===== src/source/core_settings.svh =====
`ifndef CORE_SETTINGS_SVH
`define CORE_SETTINGS_SVH

// Address of the first instruction fetch after reset
`define CORE_RESET_PC 32'h0000_0000

// Architectural register count
`define CORE_NUM_REGS 32

// Wishbone address width
`define CORE_ADDR_W 32

`endif


===== src/source/isaPkg.sv =====
package isaPkg;

    // Primary opcodes, R-type class at zero
    typedef enum logic [5:0] {
        OP_RTYPE = 6'h00,
        OP_J     = 6'h02,
        OP_JAL   = 6'h03,
        OP_BEQ   = 6'h04,
        OP_BNE   = 6'h05,
        OP_ADDI  = 6'h08,
        OP_ADDIU = 6'h09,
        OP_SLTI  = 6'h0a,
        OP_SLTIU = 6'h0b,
        OP_ANDI  = 6'h0c,
        OP_ORI   = 6'h0d,
        OP_LUI   = 6'h0f,
        OP_LW    = 6'h23,
        OP_SW    = 6'h2b
    } opcodeE;

    typedef enum logic [5:0] {
        FN_SLL  = 6'h00,
        FN_SRL  = 6'h02,
        FN_SRA  = 6'h03,
        FN_SLLV = 6'h04,
        FN_SRLV = 6'h06,
        FN_SRAV = 6'h07,
        FN_JR   = 6'h08,
        FN_JALR = 6'h09,
        FN_ADD  = 6'h20,
        FN_ADDU = 6'h21,
        FN_SUB  = 6'h22,
        FN_SUBU = 6'h23,
        FN_AND  = 6'h24,
        FN_OR   = 6'h25,
        FN_XOR  = 6'h26,
        FN_NOR  = 6'h27,
        FN_SLT  = 6'h2a
    } functE;

    typedef enum logic [3:0] {
        ALU_ADD, ALU_SUB, ALU_AND, ALU_OR, ALU_XOR, ALU_NOR,
        ALU_SLL, ALU_SRL, ALU_SRA, ALU_LT, ALU_LUI
    } aluOpE;

    // How aluCtrl picks the operation
    typedef enum logic [1:0] {
        CLS_MEM    = 2'b00,     // Address add for lw and sw
        CLS_BRANCH = 2'b01,     // Subtract for beq and bne
        CLS_FUNCT  = 2'b10,
        CLS_OPCODE = 2'b11
    } aluClassE;

    typedef struct packed {
        opcodeE     opcode;
        logic [4:0] rs;
        logic [4:0] rt;
        logic [4:0] rd;
        logic [4:0] shamt;
        functE      funct;
    } rViewS;

    typedef struct packed {
        opcodeE      opcode;
        logic [4:0]  rs;
        logic [4:0]  rt;
        logic [15:0] imm;
    } iViewS;

    typedef struct packed {
        opcodeE      opcode;
        logic [25:0] target;
    } jViewS;

    // One instruction word, three field layouts
    typedef union packed {
        rViewS r;
        iViewS i;
        jViewS j;
    } instrU;

    typedef struct packed {
        logic     regDst;       // Write rd instead of rt
        logic     regWrite;
        logic     memToReg;
        logic     memRead;
        logic     memWrite;
        logic     aluSrcImm;
        aluClassE aluClass;
        logic     branch;
        logic     branchEq;     // Taken on equal, else on not equal
        logic     jump;
        logic     jumpLink;
        logic     zeroExtImm;   // andi and ori
    } ctrlS;

    typedef struct packed {
        aluOpE aluOp;
        logic  signedOp;
        logic  useShamt;        // Shift amount from the shamt field
        logic  jumpReg;
        logic  jumpRegLink;
    } aluCtrlS;

endpackage


===== src/source/wbPkg.sv =====
`include "core_settings.svh"

package wbPkg;

    // Master to slave
    typedef struct packed {
        logic                    cyc;
        logic                    stb;
        logic                    we;
        logic [`CORE_ADDR_W-1:0] adr;
        logic [31:0]             dat;   // Write data
    } wbReqS;

    // Slave to master
    typedef struct packed {
        logic        ack;
        logic [31:0] dat;   // Read data, valid with ack
    } wbRspS;

endpackage


===== src/source/alu.sv =====
`timescale 1ns/1ps

module alu (
    input  logic [31:0]   a,
    input  logic [31:0]   b,
    input  isaPkg::aluOpE aluOp,
    input  logic          signedOp,
    output logic [31:0]   result,
    output logic          zero
);

    logic [4:0] shAmt;
    logic       lessThan;

    assign shAmt = a[4:0];  // Shift source is always b

    // Set-less-than, signed or unsigned
    assign lessThan = signedOp ? ($signed(a) < $signed(b)) : (a < b);

    always_comb begin
        case (aluOp)
            isaPkg::ALU_ADD: result = a + b;
            isaPkg::ALU_SUB: result = a - b;
            isaPkg::ALU_AND: result = a & b;
            isaPkg::ALU_OR:  result = a | b;
            isaPkg::ALU_XOR: result = a ^ b;
            isaPkg::ALU_NOR: result = ~(a | b);
            isaPkg::ALU_SLL: result = b << shAmt;
            isaPkg::ALU_SRL: result = b >> shAmt;
            isaPkg::ALU_SRA: result = $signed(b) >>> shAmt;
            isaPkg::ALU_LT:  result = {31'b0, lessThan};
            isaPkg::ALU_LUI: result = {b[15:0], 16'h0000};
            default:         result = '0;
        endcase
    end

    assign zero = (result == 32'h0);   // beq and bne decide on this

endmodule


===== src/source/aluCtrl.sv =====
`timescale 1ns/1ps

module aluCtrl (
    input  isaPkg::aluClassE aluClass,
    input  isaPkg::instrU    instr,
    output isaPkg::aluCtrlS  aluCtl
);

    always_comb begin
        aluCtl = '0;

        case (aluClass)
            isaPkg::CLS_MEM:    aluCtl.aluOp = isaPkg::ALU_ADD;
            isaPkg::CLS_BRANCH: aluCtl.aluOp = isaPkg::ALU_SUB;

            isaPkg::CLS_FUNCT: begin
                case (instr.r.funct)
                    isaPkg::FN_ADD:  begin
                        aluCtl.aluOp    = isaPkg::ALU_ADD;
                        aluCtl.signedOp = 1'b1;
                    end
                    isaPkg::FN_ADDU: aluCtl.aluOp = isaPkg::ALU_ADD;
                    isaPkg::FN_SUB:  begin
                        aluCtl.aluOp    = isaPkg::ALU_SUB;
                        aluCtl.signedOp = 1'b1;
                    end
                    isaPkg::FN_SUBU: aluCtl.aluOp = isaPkg::ALU_SUB;
                    isaPkg::FN_AND:  aluCtl.aluOp = isaPkg::ALU_AND;
                    isaPkg::FN_OR:   aluCtl.aluOp = isaPkg::ALU_OR;
                    isaPkg::FN_XOR:  aluCtl.aluOp = isaPkg::ALU_XOR;
                    isaPkg::FN_NOR:  aluCtl.aluOp = isaPkg::ALU_NOR;
                    isaPkg::FN_SLLV: aluCtl.aluOp = isaPkg::ALU_SLL;
                    isaPkg::FN_SRLV: aluCtl.aluOp = isaPkg::ALU_SRL;
                    isaPkg::FN_SRAV: aluCtl.aluOp = isaPkg::ALU_SRA;
                    isaPkg::FN_SLL,
                    isaPkg::FN_SRL,
                    isaPkg::FN_SRA:  begin
                        aluCtl.useShamt = 1'b1;
                        // Low funct bits match the variable forms
                        aluCtl.aluOp = (instr.r.funct == isaPkg::FN_SLL) ? isaPkg::ALU_SLL :
                                       (instr.r.funct == isaPkg::FN_SRL) ? isaPkg::ALU_SRL :
                                                                           isaPkg::ALU_SRA;
                    end
                    isaPkg::FN_SLT:  begin
                        aluCtl.aluOp    = isaPkg::ALU_LT;
                        aluCtl.signedOp = 1'b1;
                    end
                    isaPkg::FN_JR:   aluCtl.jumpReg = 1'b1;
                    isaPkg::FN_JALR: begin
                        aluCtl.jumpReg     = 1'b1;
                        aluCtl.jumpRegLink = 1'b1;
                    end
                    default: ;
                endcase
            end

            isaPkg::CLS_OPCODE: begin
                case (instr.i.opcode)
                    isaPkg::OP_ADDI:  begin
                        aluCtl.aluOp    = isaPkg::ALU_ADD;
                        aluCtl.signedOp = 1'b1;
                    end
                    isaPkg::OP_ADDIU: aluCtl.aluOp = isaPkg::ALU_ADD;
                    isaPkg::OP_ANDI:  aluCtl.aluOp = isaPkg::ALU_AND;
                    isaPkg::OP_ORI:   aluCtl.aluOp = isaPkg::ALU_OR;
                    isaPkg::OP_SLTI:  begin
                        aluCtl.aluOp    = isaPkg::ALU_LT;
                        aluCtl.signedOp = 1'b1;
                    end
                    isaPkg::OP_SLTIU: aluCtl.aluOp = isaPkg::ALU_LT;
                    isaPkg::OP_LUI:   aluCtl.aluOp = isaPkg::ALU_LUI;
                    default: ;
                endcase
            end

            default: ;
        endcase
    end

endmodule


===== src/source/ctrlUnit.sv =====
`timescale 1ns/1ps

module ctrlUnit (
    input  isaPkg::instrU instr,
    output isaPkg::ctrlS  ctrl
);

    always_comb begin
        ctrl = '0;  // Unknown opcodes fall through as a no-op

        case (instr.r.opcode)
            isaPkg::OP_RTYPE: begin
                ctrl.regDst   = 1'b1;
                ctrl.regWrite = 1'b1;
                ctrl.aluClass = isaPkg::CLS_FUNCT;
            end

            isaPkg::OP_ADDI,
            isaPkg::OP_ADDIU,
            isaPkg::OP_SLTI,
            isaPkg::OP_SLTIU,
            isaPkg::OP_LUI: begin
                ctrl.regWrite  = 1'b1;
                ctrl.aluSrcImm = 1'b1;
                ctrl.aluClass  = isaPkg::CLS_OPCODE;
            end

            // Logical immediates are zero extended
            isaPkg::OP_ANDI,
            isaPkg::OP_ORI: begin
                ctrl.regWrite   = 1'b1;
                ctrl.aluSrcImm  = 1'b1;
                ctrl.aluClass   = isaPkg::CLS_OPCODE;
                ctrl.zeroExtImm = 1'b1;
            end

            isaPkg::OP_LW: begin
                ctrl.regWrite  = 1'b1;
                ctrl.memRead   = 1'b1;
                ctrl.memToReg  = 1'b1;
                ctrl.aluSrcImm = 1'b1;
                ctrl.aluClass  = isaPkg::CLS_MEM;
            end

            isaPkg::OP_SW: begin
                ctrl.memWrite  = 1'b1;
                ctrl.aluSrcImm = 1'b1;
                ctrl.aluClass  = isaPkg::CLS_MEM;
            end

            isaPkg::OP_BEQ,
            isaPkg::OP_BNE: begin
                ctrl.branch   = 1'b1;
                ctrl.branchEq = (instr.r.opcode == isaPkg::OP_BEQ);
                ctrl.aluClass = isaPkg::CLS_BRANCH;
            end

            isaPkg::OP_J: begin
                ctrl.jump = 1'b1;
            end

            isaPkg::OP_JAL: begin
                ctrl.jump     = 1'b1;
                ctrl.jumpLink = 1'b1;
                ctrl.regWrite = 1'b1;   // Link into r31
            end

            default: ;
        endcase
    end

endmodule


===== src/source/mipsCore.sv =====
`timescale 1ns/1ps
`include "core_settings.svh"

module mipsCore (
    input  logic         iClk,
    input  logic         iRst_n,
    output wbPkg::wbReqS wbReq,
    input  wbPkg::wbRspS wbRsp
);

    typedef enum logic [2:0] {FETCH, DECODE, EXECUTE, MEM, WRITEBACK} stateE;

    stateE           state;
    logic [31:0]     pc;
    logic [31:0]     pcPlus4;
    logic [31:0]     pcNextQ;       // Next PC, held until the instruction retires
    isaPkg::instrU   instr;
    logic [31:0]     rsQ;
    logic [31:0]     rtQ;
    logic [31:0]     aluOutQ;
    logic [31:0]     memDataQ;

    isaPkg::ctrlS    ctrl;
    isaPkg::aluCtrlS aluCtl;

    logic [31:0]     rdDataA;
    logic [31:0]     rdDataB;
    logic [4:0]      wrAddr;
    logic [31:0]     wrData;
    logic            wrEn;

    logic [31:0]     immExt;
    logic [31:0]     branchTarget;
    logic [31:0]     jumpTarget;
    logic [31:0]     nextPc;
    logic [31:0]     aluA;
    logic [31:0]     aluB;
    logic [31:0]     aluResult;
    logic            aluZero;
    logic            branchTaken;
    logic            writesReg;
    logic            linkWrite;

    // Builds a new bus request
    function automatic wbPkg::wbReqS busReq(
        input logic [`CORE_ADDR_W-1:0] addr,
        input logic                    we,
        input logic [31:0]             data
    );
        wbPkg::wbReqS req;
        req.cyc = 1'b1;
        req.stb = 1'b1;
        req.we  = we;
        req.adr = addr;
        req.dat = data;
        return req;
    endfunction

    ctrlUnit uCtrlUnit (
        .instr (instr),
        .ctrl  (ctrl)
    );

    aluCtrl uAluCtrl (
        .aluClass (ctrl.aluClass),
        .instr    (instr),
        .aluCtl   (aluCtl)
    );

    alu uAlu (
        .a        (aluA),
        .b        (aluB),
        .aluOp    (aluCtl.aluOp),
        .signedOp (aluCtl.signedOp),
        .result   (aluResult),
        .zero     (aluZero)
    );

    regFile uRegFile (
        .iClk    (iClk),
        .iRst_n  (iRst_n),
        .rdAddrA (instr.r.rs),
        .rdAddrB (instr.r.rt),
        .wrAddr  (wrAddr),
        .wrData  (wrData),
        .wrEn    (wrEn),
        .rdDataA (rdDataA),
        .rdDataB (rdDataB)
    );

    assign pcPlus4 = pc + 32'd4;
    assign immExt  = ctrl.zeroExtImm ? {16'h0000, instr.i.imm}
                                     : {{16{instr.i.imm[15]}}, instr.i.imm};

    // Shamt shifts put the amount on a, rt stays the shift source on b
    assign aluA = aluCtl.useShamt ? {27'b0, instr.r.shamt} : rsQ;
    assign aluB = ctrl.aluSrcImm ? immExt : rtQ;

    assign branchTarget = pcPlus4 + {{14{instr.i.imm[15]}}, instr.i.imm, 2'b00};
    assign jumpTarget   = {pcPlus4[31:28], instr.j.target, 2'b00};
    assign branchTaken  = ctrl.branch && (aluZero == ctrl.branchEq);

    always_comb begin
        if (aluCtl.jumpReg)
            nextPc = rsQ;
        else if (ctrl.jump)
            nextPc = jumpTarget;
        else if (branchTaken)
            nextPc = branchTarget;
        else
            nextPc = pcPlus4;
    end

    // jr decodes as R-type but writes nothing
    assign writesReg = ctrl.regWrite && !(aluCtl.jumpReg && !aluCtl.jumpRegLink);
    assign linkWrite = ctrl.jumpLink || aluCtl.jumpRegLink;

    assign wrEn   = (state == WRITEBACK);
    assign wrAddr = ctrl.jumpLink ? 5'(`CORE_NUM_REGS - 1) :
                    ctrl.regDst   ? instr.r.rd : instr.r.rt;
    assign wrData = linkWrite     ? pcPlus4  :
                    ctrl.memToReg ? memDataQ : aluOutQ;

    always_ff @(posedge iClk or negedge iRst_n) begin
        if (!iRst_n) begin
            state <= FETCH;
            pc    <= `CORE_RESET_PC;
            wbReq <= '0;
        end else begin
            case (state)
                FETCH: begin
                    if (!wbReq.cyc) begin
                        wbReq <= busReq(pc, 1'b0, 32'h0);   // After reset or a store
                    end else if (wbRsp.ack) begin
                        wbReq.cyc <= 1'b0;
                        wbReq.stb <= 1'b0;
                        state     <= DECODE;
                    end
                end

                DECODE: state <= EXECUTE;

                EXECUTE: begin
                    if (ctrl.memRead || ctrl.memWrite) begin
                        wbReq <= busReq(aluResult, ctrl.memWrite, rtQ);
                        state <= MEM;
                    end else if (writesReg) begin
                        state <= WRITEBACK;
                    end else begin
                        pc    <= nextPc;    // Branches, j and jr retire here
                        wbReq <= busReq(nextPc, 1'b0, 32'h0);
                        state <= FETCH;
                    end
                end

                MEM: begin
                    if (wbRsp.ack) begin
                        wbReq.cyc <= 1'b0;
                        wbReq.stb <= 1'b0;
                        wbReq.we  <= 1'b0;
                        if (ctrl.memRead) begin
                            state <= WRITEBACK;
                        end else begin
                            pc    <= pcNextQ;
                            state <= FETCH;     // Fetch request follows one idle cycle
                        end
                    end
                end

                WRITEBACK: begin
                    pc    <= pcNextQ;
                    wbReq <= busReq(pcNextQ, 1'b0, 32'h0);
                    state <= FETCH;
                end

                default: state <= FETCH;
            endcase
        end
    end

    // Datapath latches
    always_ff @(posedge iClk) begin
        if (state == FETCH && wbReq.cyc && wbRsp.ack)
            instr <= wbRsp.dat;
        if (state == DECODE) begin
            rsQ <= rdDataA;
            rtQ <= rdDataB;
        end
        if (state == EXECUTE) begin
            aluOutQ <= aluResult;
            pcNextQ <= nextPc;
        end
        if (state == MEM && wbRsp.ack)
            memDataQ <= wbRsp.dat;
    end

endmodule


===== src/source/regFile.sv =====
`timescale 1ns/1ps
`include "core_settings.svh"

module regFile (
    input  logic        iClk,
    input  logic        iRst_n,
    input  logic [4:0]  rdAddrA,
    input  logic [4:0]  rdAddrB,
    input  logic [4:0]  wrAddr,
    input  logic [31:0] wrData,
    input  logic        wrEn,
    output logic [31:0] rdDataA,
    output logic [31:0] rdDataB
);

    logic [31:0] regs [`CORE_NUM_REGS];

    always_ff @(posedge iClk or negedge iRst_n) begin
        if (!iRst_n) begin
            for (int i = 0; i < `CORE_NUM_REGS; i++) begin
                regs[i] <= '0;
            end
        end else if (wrEn && wrAddr != 5'd0) begin
            regs[wrAddr] <= wrData;     // r0 stays zero
        end
    end

    // Combinational reads
    assign rdDataA = (rdAddrA == 5'd0) ? 32'h0 : regs[rdAddrA];
    assign rdDataB = (rdAddrB == 5'd0) ? 32'h0 : regs[rdAddrB];

endmodule


===== config.mk =====
export PLATFORM = sky130hd
export DESIGN_NAME = mipsCore
export DESIGN_NICKNAME = d
export VERILOG_FILES = /design/src/source/isaPkg.sv /design/src/source/wbPkg.sv /design/src/source/alu.sv /design/src/source/aluCtrl.sv /design/src/source/ctrlUnit.sv /design/src/source/mipsCore.sv /design/src/source/regFile.sv
export VERILOG_INCLUDE_DIRS = /design/src /design/src/source
export SDC_FILE = /design/constraint.sdc
export NUM_CORES = 2
export LEC_CHECK = 0
export BUFFER_PORTS_ARGS = -buffer_cell sky130_fd_sc_hd__buf_2
export CAP_MARGIN = 20
export CORE_MARGIN = 8
export CORE_UTILIZATION = 30
export CTS_BUF_LIST = sky130_fd_sc_hd__clkbuf_8 sky130_fd_sc_hd__clkbuf_16
export CTS_CLUSTER_SIZE = 14
export DETAILED_ROUTE_END_ITERATION = 16
export GPL_TIMING_DRIVEN = 0
export MAX_ROUTING_LAYER = met4
export SYNTH_ARGS = -nofsm -noshare
export SYNTH_HDL_FRONTEND = slang
export SYNTH_SLANG_ARGS = --single-unit

===== constraint.sdc =====
create_clock -name iClk -period 9.8 [get_ports iClk]
set_input_delay 0.98 -clock iClk [delete_from_list [all_inputs] [get_ports iClk]]
set_output_delay 0.98 -clock iClk [all_outputs]
set_load 0.01 [all_outputs]

== Yosys cells after proc, flatten, opt, wreduce, memory -nomap -nowiden ==
Cells that the tools add are included.

* Add/sub/neg operators: 4
* $lt $le $gt $ge: 6
* Equal/unequal tests: 55
* Shifts and indexed selects: 3
* Muxes and demuxes: 63
* Bitwise gates (word level): 7
* Reductions and logical operators: 42

{| class="wikitable"
|+ Operator list
! cell !! number
|-
| $bwmux W1024 || 1
|-
| $mux W32 || 17
|-
| $pmux W32 S11 || 1
|-
| $bmux W32 S5 || 2
|-
| $pmux W64 S3 || 1
|-
| $demux W32 S5 || 1
|-
| $mux W67 || 2
|-
| $pmux W32 S3 || 1
|-
| $mux W65 || 1
|-
| $add A32 B32 Y32 || 2
|-
| $lt A32 B32 Y1 || 2
|-
| $eq A6 B6 Y1 const B || 10
|-
| $eq A6 B4 Y1 const B || 9
|-
| $pmux W4 S10 || 1
|-
| $add A32 B3 Y32 const B || 1
|-
| $and A32 B32 Y32 || 1
|-
| $logic_not A32 Y1 || 1
|-
| $not A32 Y32 || 1
|-
| $or A32 B32 Y32 || 1
|-
| $pmux W4 S4 || 2
|-
| $shl A32 B5 Y32 || 1
|-
| $shr A32 B5 Y32 || 1
|-
| $sshr A32 B5 Y32 || 1
|-
| $sub A32 B32 Y32 || 1
|-
| other kinds (45) || 118
|}

* Flip-flop bits (word level): 1318
* Bits of input ports: 35
* Output and inout bits: 67
* Logic and storage cells: 225

== Longest topological paths before layout ==
* Depth in word-level cells: 18
* Mapped depth: 32
* Depth with buffers taken out: 24

== Hierarchy ==
Synthesis repeated with hierarchy kept, for this count alone.

* Cell total of the unflattened synthesis: 6434
* Area total of the unflattened synthesis: 79708.9 um^2

{| class="wikitable"
|+ By module, submodules not included
! module !! instances !! cells an instance !! area an instance (um^2) !! seq. area each (um^2)
|-
| regFile || 1 || 3513 || 54133.2 || 25624.6
|-
| mipsCore || 1 || 1422 || 15292.2 || 8318.0
|-
| alu || 1 || 1429 || 9838.2 || 0.0
|-
| aluCtrl || 1 || 37 || 254.0 || 0.0
|-
| ctrlUnit || 1 || 33 || 191.4 || 0.0
|}

== Worst setup path after synthesis ==
No wires, ideal clock.

* Path kind: register -> register
* Start point: register instr[26] (netlist bit)
* End point: register pcNextQ[11] (data pin)
* Setup time: 0.261 ns
* Arrival: 6.719 ns
* Data required time: 9.539 ns
* Setup slack: 2.820 ns
* Cell stages (with the launch flop): 28
* Buffers on the path: 5
* Period minus slack after synthesis: 6.980 ns
* Cell sequence: edfxtp_1 > or4_4 > nor2_4 > buf_4 > nand3_2 > nand2_4 > clkbuf_1 > clkbuf_1 > clkbuf_1 > ha_1 > nor2b_1 > o21ai_0 > nand2_1 > o32ai_1 > nor4_1 > o31ai_1 > o21ai_1 > a21oi_1 > o21ai_0 > a2111oi_0 > a21oi_1 > or4_1 > nor3_4 > a21boi_2 > buf_2 > or3_1 > a21oi_1 > nor2b_1

* Cells in the longest elaborated chain, start to end: 15
* Elaborated cells between the ends (all ways): 68
* Those cells by class: 2 x add/sub; 2 x order compare; 27 x eq/ne; 3 x shift; 18 x mux; 4 x bitwise; 12 x reduce/logical

{| class="wikitable"
|+ RTL lines
! element !! RTL line !! source
|-
| from (decl) || mipsCore.sv:17 || <nowiki>isaPkg::instrU instr;</nowiki>
|-
| from (signal assigned) || mipsCore.sv:184 || <nowiki>instr <= wbRsp.dat;</nowiki>
|-
| parallel branches: the longest is 8 deep, another holds $sub A32 B32 Y32 || n/a ||
|-
| $pmux W32 S11 (*) || alu.sv:21 || <nowiki>case (aluOp)</nowiki>
|-
| net aluResult[30] || mipsCore.sv:38 || <nowiki>logic [31:0] aluResult;</nowiki>
|-
| $logic_not A32 Y1 (*) || alu.sv:37 || <nowiki>assign zero = (result == 32'h0);</nowiki>
|-
| $eq A1 B1 Y1 (*) || mipsCore.sv:101 || <nowiki>assign branchTaken = ctrl.branch && (aluZero == ctrl.branchEq);</nowiki>
|-
| $logic_and A1 B1 Y1 (*) || mipsCore.sv:101 ||
|-
| $mux W32 (*) || mipsCore.sv:108 || <nowiki>else if (branchTaken)</nowiki>
|-
| $mux W32 (*) || mipsCore.sv:106 || <nowiki>else if (ctrl.jump)</nowiki>
|-
| $mux W32 (*) || mipsCore.sv:104 || <nowiki>if (aluCtl.jumpReg)</nowiki>
|-
| net nextPc[11] || mipsCore.sv:35 || <nowiki>logic [31:0] nextPc;</nowiki>
|-
| to (signal assigned) || mipsCore.sv:191 || <nowiki>pcNextQ <= nextPc;</nowiki>
|-
| to (decl) || mipsCore.sv:16 || <nowiki>logic [31:0] pcNextQ;</nowiki>
|}

Mark *: on every way through the listed nets, which the timed path passes.
A chain may end at the register's enable or synchronous reset.

== Worst setup path in the final report ==
* Start point: register instr[1] (netlist bit)
* End point: register pcNextQ[25] (data pin)

* Cells in the longest elaborated chain, start to end: 14
* Elaborated cells between the ends (all ways): 63
* Those cells by class: 3 x add/sub; 2 x order compare; 26 x eq/ne; 3 x shift; 17 x mux; 4 x bitwise; 8 x reduce/logical

{| class="wikitable"
|+ RTL lines
! element !! RTL line
|-
| parallel branches: the longest is 7 deep, another holds $sub A32 B32 Y32 || n/a
|-
| $pmux W32 S11 (*) || alu.sv:21
|-
| net aluResult[2] || mipsCore.sv:38
|-
| $logic_not A32 Y1 (*) || alu.sv:37
|-
| $eq A1 B1 Y1 (*) || mipsCore.sv:101
|-
| $logic_and A1 B1 Y1 (*) || mipsCore.sv:101
|-
| $mux W32 (*) || mipsCore.sv:108
|-
| $mux W32 (*) || mipsCore.sv:106
|-
| $mux W32 (*) || mipsCore.sv:104
|-
| net nextPc[25] || mipsCore.sv:35
|}

Marked as above.

==> flow_metrics.tcl <==
set metrics [dict create \
    status "finished with violations" \
    violations "negative setup slack" \
    cp-startpoint "instr[1]" \
    track_usage_pct 33.3 \
    cp_top_family "buffers and inverters" \
    grt_pass1_vias 70818 \
    die_x_um 526 \
    utilization_pct 35.1 \
    synthAdderAreaFrac_pct 2.16 \
    clk_path_buf_depth 3 \
    path_clk_slew_ns 0.06 \
    finalWirelength_um 464000 \
    grt_pass1_wl_um 623000 \
    drc 0 \
    core_area_um2 259000 \
    die_h_um 526 \
    setup_viol 7 \
    cts-root-buf "clkbuf_16" \
    syn2layout_area_growth_pct 16.6 \
    dp_hpwl_um 361000 \
    powerDensity_nw_per_um2 291 \
    drt_iter0_drc 10363 \
    yosysMostFrequentCell "nand2_1" \
    worst_ep_required_time_ns 10.36 \
    wl_per_cell_um 39.7 \
    highest_layer "met4" \
    synthCells 7687 \
    synthArstFlopShare_pct 85.4 \
    cts_made_buffers 154 \
    rsz0062_at_grt "no" \
    synth_top_area_cell "dfrtp_1" \
    grt_remaining_overflow 0 \
    grt_max_degree 171 \
    tritoncts "yes" \
    synth_top_area_share_pct 36.1 \
    whs_ns 0.0670 \
    synth_area_leaders "dfrtp_1 (36%), mux4_2 (17%), o21ai_0 (8.2%)" \
    p_leak_uw 0.0371 \
    crit_type "flip-flop to flip-flop" \
    synth_edf_count 192 \
    synth_area_um2 78000 \
    path_buf_inv 8 \
    viasPerCell 6.30 \
    worst_hold_path_type "input port to asynchronous set/reset pin" \
    place_ws_ns -1.74 \
    synth_top_family_by_area "multiplexers" \
    drt_pass1_iterations 7 \
    timing.rr.start "instr[1]" \
    synth-simple-area-share_pct 12.1 \
    antenna_found_initial 38 \
    synth_ff_type "dfrtp_1" \
    hold_violations 0 \
    crit_slowest_cell "buf_1" \
    start_util_pct 30.1 \
    clk_latency_ns 0.86 \
    wl_met2_um 204000 \
    rows 187 \
    nNetsFinal 8278 \
    drive_gt1_share_pct 16.5 \
    synth_commonest_cells "nand2_1 (1392), o21ai_0 (1281), dfrtp_1 (1126)" \
    path_common_cell "buf_2" \
    ys_ff_latch 1318 \
    min_period_ns 9.87 \
    wl_met3_um 45700 \
    path_max_fanout 18 \
    fillers 26111 \
    die-area_um2 277000 \
    synth_nets 7855 \
    drt-met1-wl_um 172000 \
    finClkSkew_ns 0.0801 \
    cp.arrival_ns 10.43 \
    cpPeakStageDelay_ns 0.70 \
    end_kind "flip-flop" \
    clock_sinks 1318 \
    ios 102 \
    num_vias 73571 \
    drv_cap 0 \
    irDropWorstVdd_mv 0.187 \
    synth_cell_types 114 \
    synth-compound-area-share_pct 17.7 \
    ys_seq_area_share_pct 43.5 \
    max_freq_ghz 0.101 \
    yosysWarnings 0 \
    port_buffers 101 \
    place_inst 11340 \
    synth.mux.area_fraction_pct 19.2 \
    synth_xor_xnor_area_share_pct 0.921 \
    syn_avg_cell_area_um2 10.1 \
    finalWorstSetupSlack_ns -0.0697 \
    globalplace.congestion 1.06 \
    htree_levels 4 \
    tightest_slew_ns 1.41 \
    drv_slew 0 \
    ant_nets 0 \
    slew_headroom_pct 6.05 \
    start_kind "flip-flop" \
    fin_crit_sh_pct 101 \
    instances_no_fill 11670 \
]
-- final timing paths --
| kind | end | slack (ns) | cells past startpoint |
|---|---|---|---|
| max in group asynchronous | state[2] | 6.31 | 6 |
| max reg2reg | pcNextQ[25] | -0.07 | 27 |
| min in group iClk | memDataQ[8] | 0.34 | 1 |
| max | pcNextQ[25] | -0.07 | 27 |
| min | uRegFile.regs[175] | 0.07 | 1 |
| min reg2reg | uRegFile.regs[1007] | 0.48 | 1 |
-- cells by family after synthesis --
| logic type | after synthesis |
|---|---|
| muxes | 768 |
| xor gates and xnor gates | 82 |
| AOI/OAI and AO/OA | 2306 |
| and+or+nand+nor | 2199 |
| buffers and inverters | 881 |
| adders and majority gates | 133 |
| DFF | 1318 |
-- cell type report --
| class | count | area [um2] | area share (%) |
|---|---|---|---|
| inverters | 161 | 611 | 0.671 |
| clock inverters | 85 | 853 | 0.938 |
| plain buffers | 712 | 2860 | 3.15 |
| flip-flops and latches | 1318 | 33900 | 37.3 |
| well taps | 3402 | 4260 | 4.68 |
| repair buffers | 275 | 2930 | 3.22 |
| diodes | 36 | 90.1 | 0.0991 |
| multi-input cells | 5488 | 41000 | 45.1 |
| clock buffers | 193 | 4410 | 4.85 |
-- stage by stage --
stage               cell area (um2)  TNS, ns  total power, uW
floorplan                     78000        0            12800
global placement              82700        -            19300
detailed placement            85200  -132.16            19800
CTS                           90500        0            25900
global route                  90900        0            26900
finish                        90900   -0.213            26500
-- placed cells by master (no fill, tap or decap), drive strengths merged, types with 25 or more instances in the layout --
cell,count
clkinv,34
inv,200
clkbuf,767
a22o,30
mux2i,154
nand2b,45
a21oi,289
nand3,118
mux4,578
nor4,26
dfrtp,1126
o221ai,43
edfxtp,192
a22oi,30
and3,53
a221oi,64
xnor2,50
nor2,311
xor2,32
or3,30
nor3,86
buf,412
nor2b,29
o21ai,1310
o22ai,52
a211oi,97
nand2,1398
a21o,25
o211ai,89
ha,130
a31oi,36
mux2,36
diode,36
-- state kept, by name, indices dropped and copies added, names as in the netlist --
register,count
rtQ,32
pc,32
uRegFile.regs,1024
wbReq,67
state,3
pcNextQ,32
aluOutQ,32
rsQ,32
instr,32
memDataQ,32
-- power by group --
part,total [uW],internal (uW),switching (uW),leakage (uW)
sequential,6850,6280,568,0.0174
combinational,13600,3580,10000,0.0170
clock,6020,3420,2590,0.00271
total,26500,13300,13200,0.0371
-- repair_timing --
| item | CTS | global route |
|---|---|---|
| hold buffers | 0 | 0 |
| setup buffers | 3 | 3 |
| resized for setup | 23 | 19 |
| pin swaps | 3 | 2 |
| setup endpoints to repair | 91 | 72 |
-- per-layer routing --
layer / vias up / track usage (%)
met2: 4906 / 49.5
met5: - / -
met3: 1292 / 8.52
met1: 38013 / 39.3
li1: 29360 / -
met4: 0 / 23.9
(Power assumes the default switching activity.)
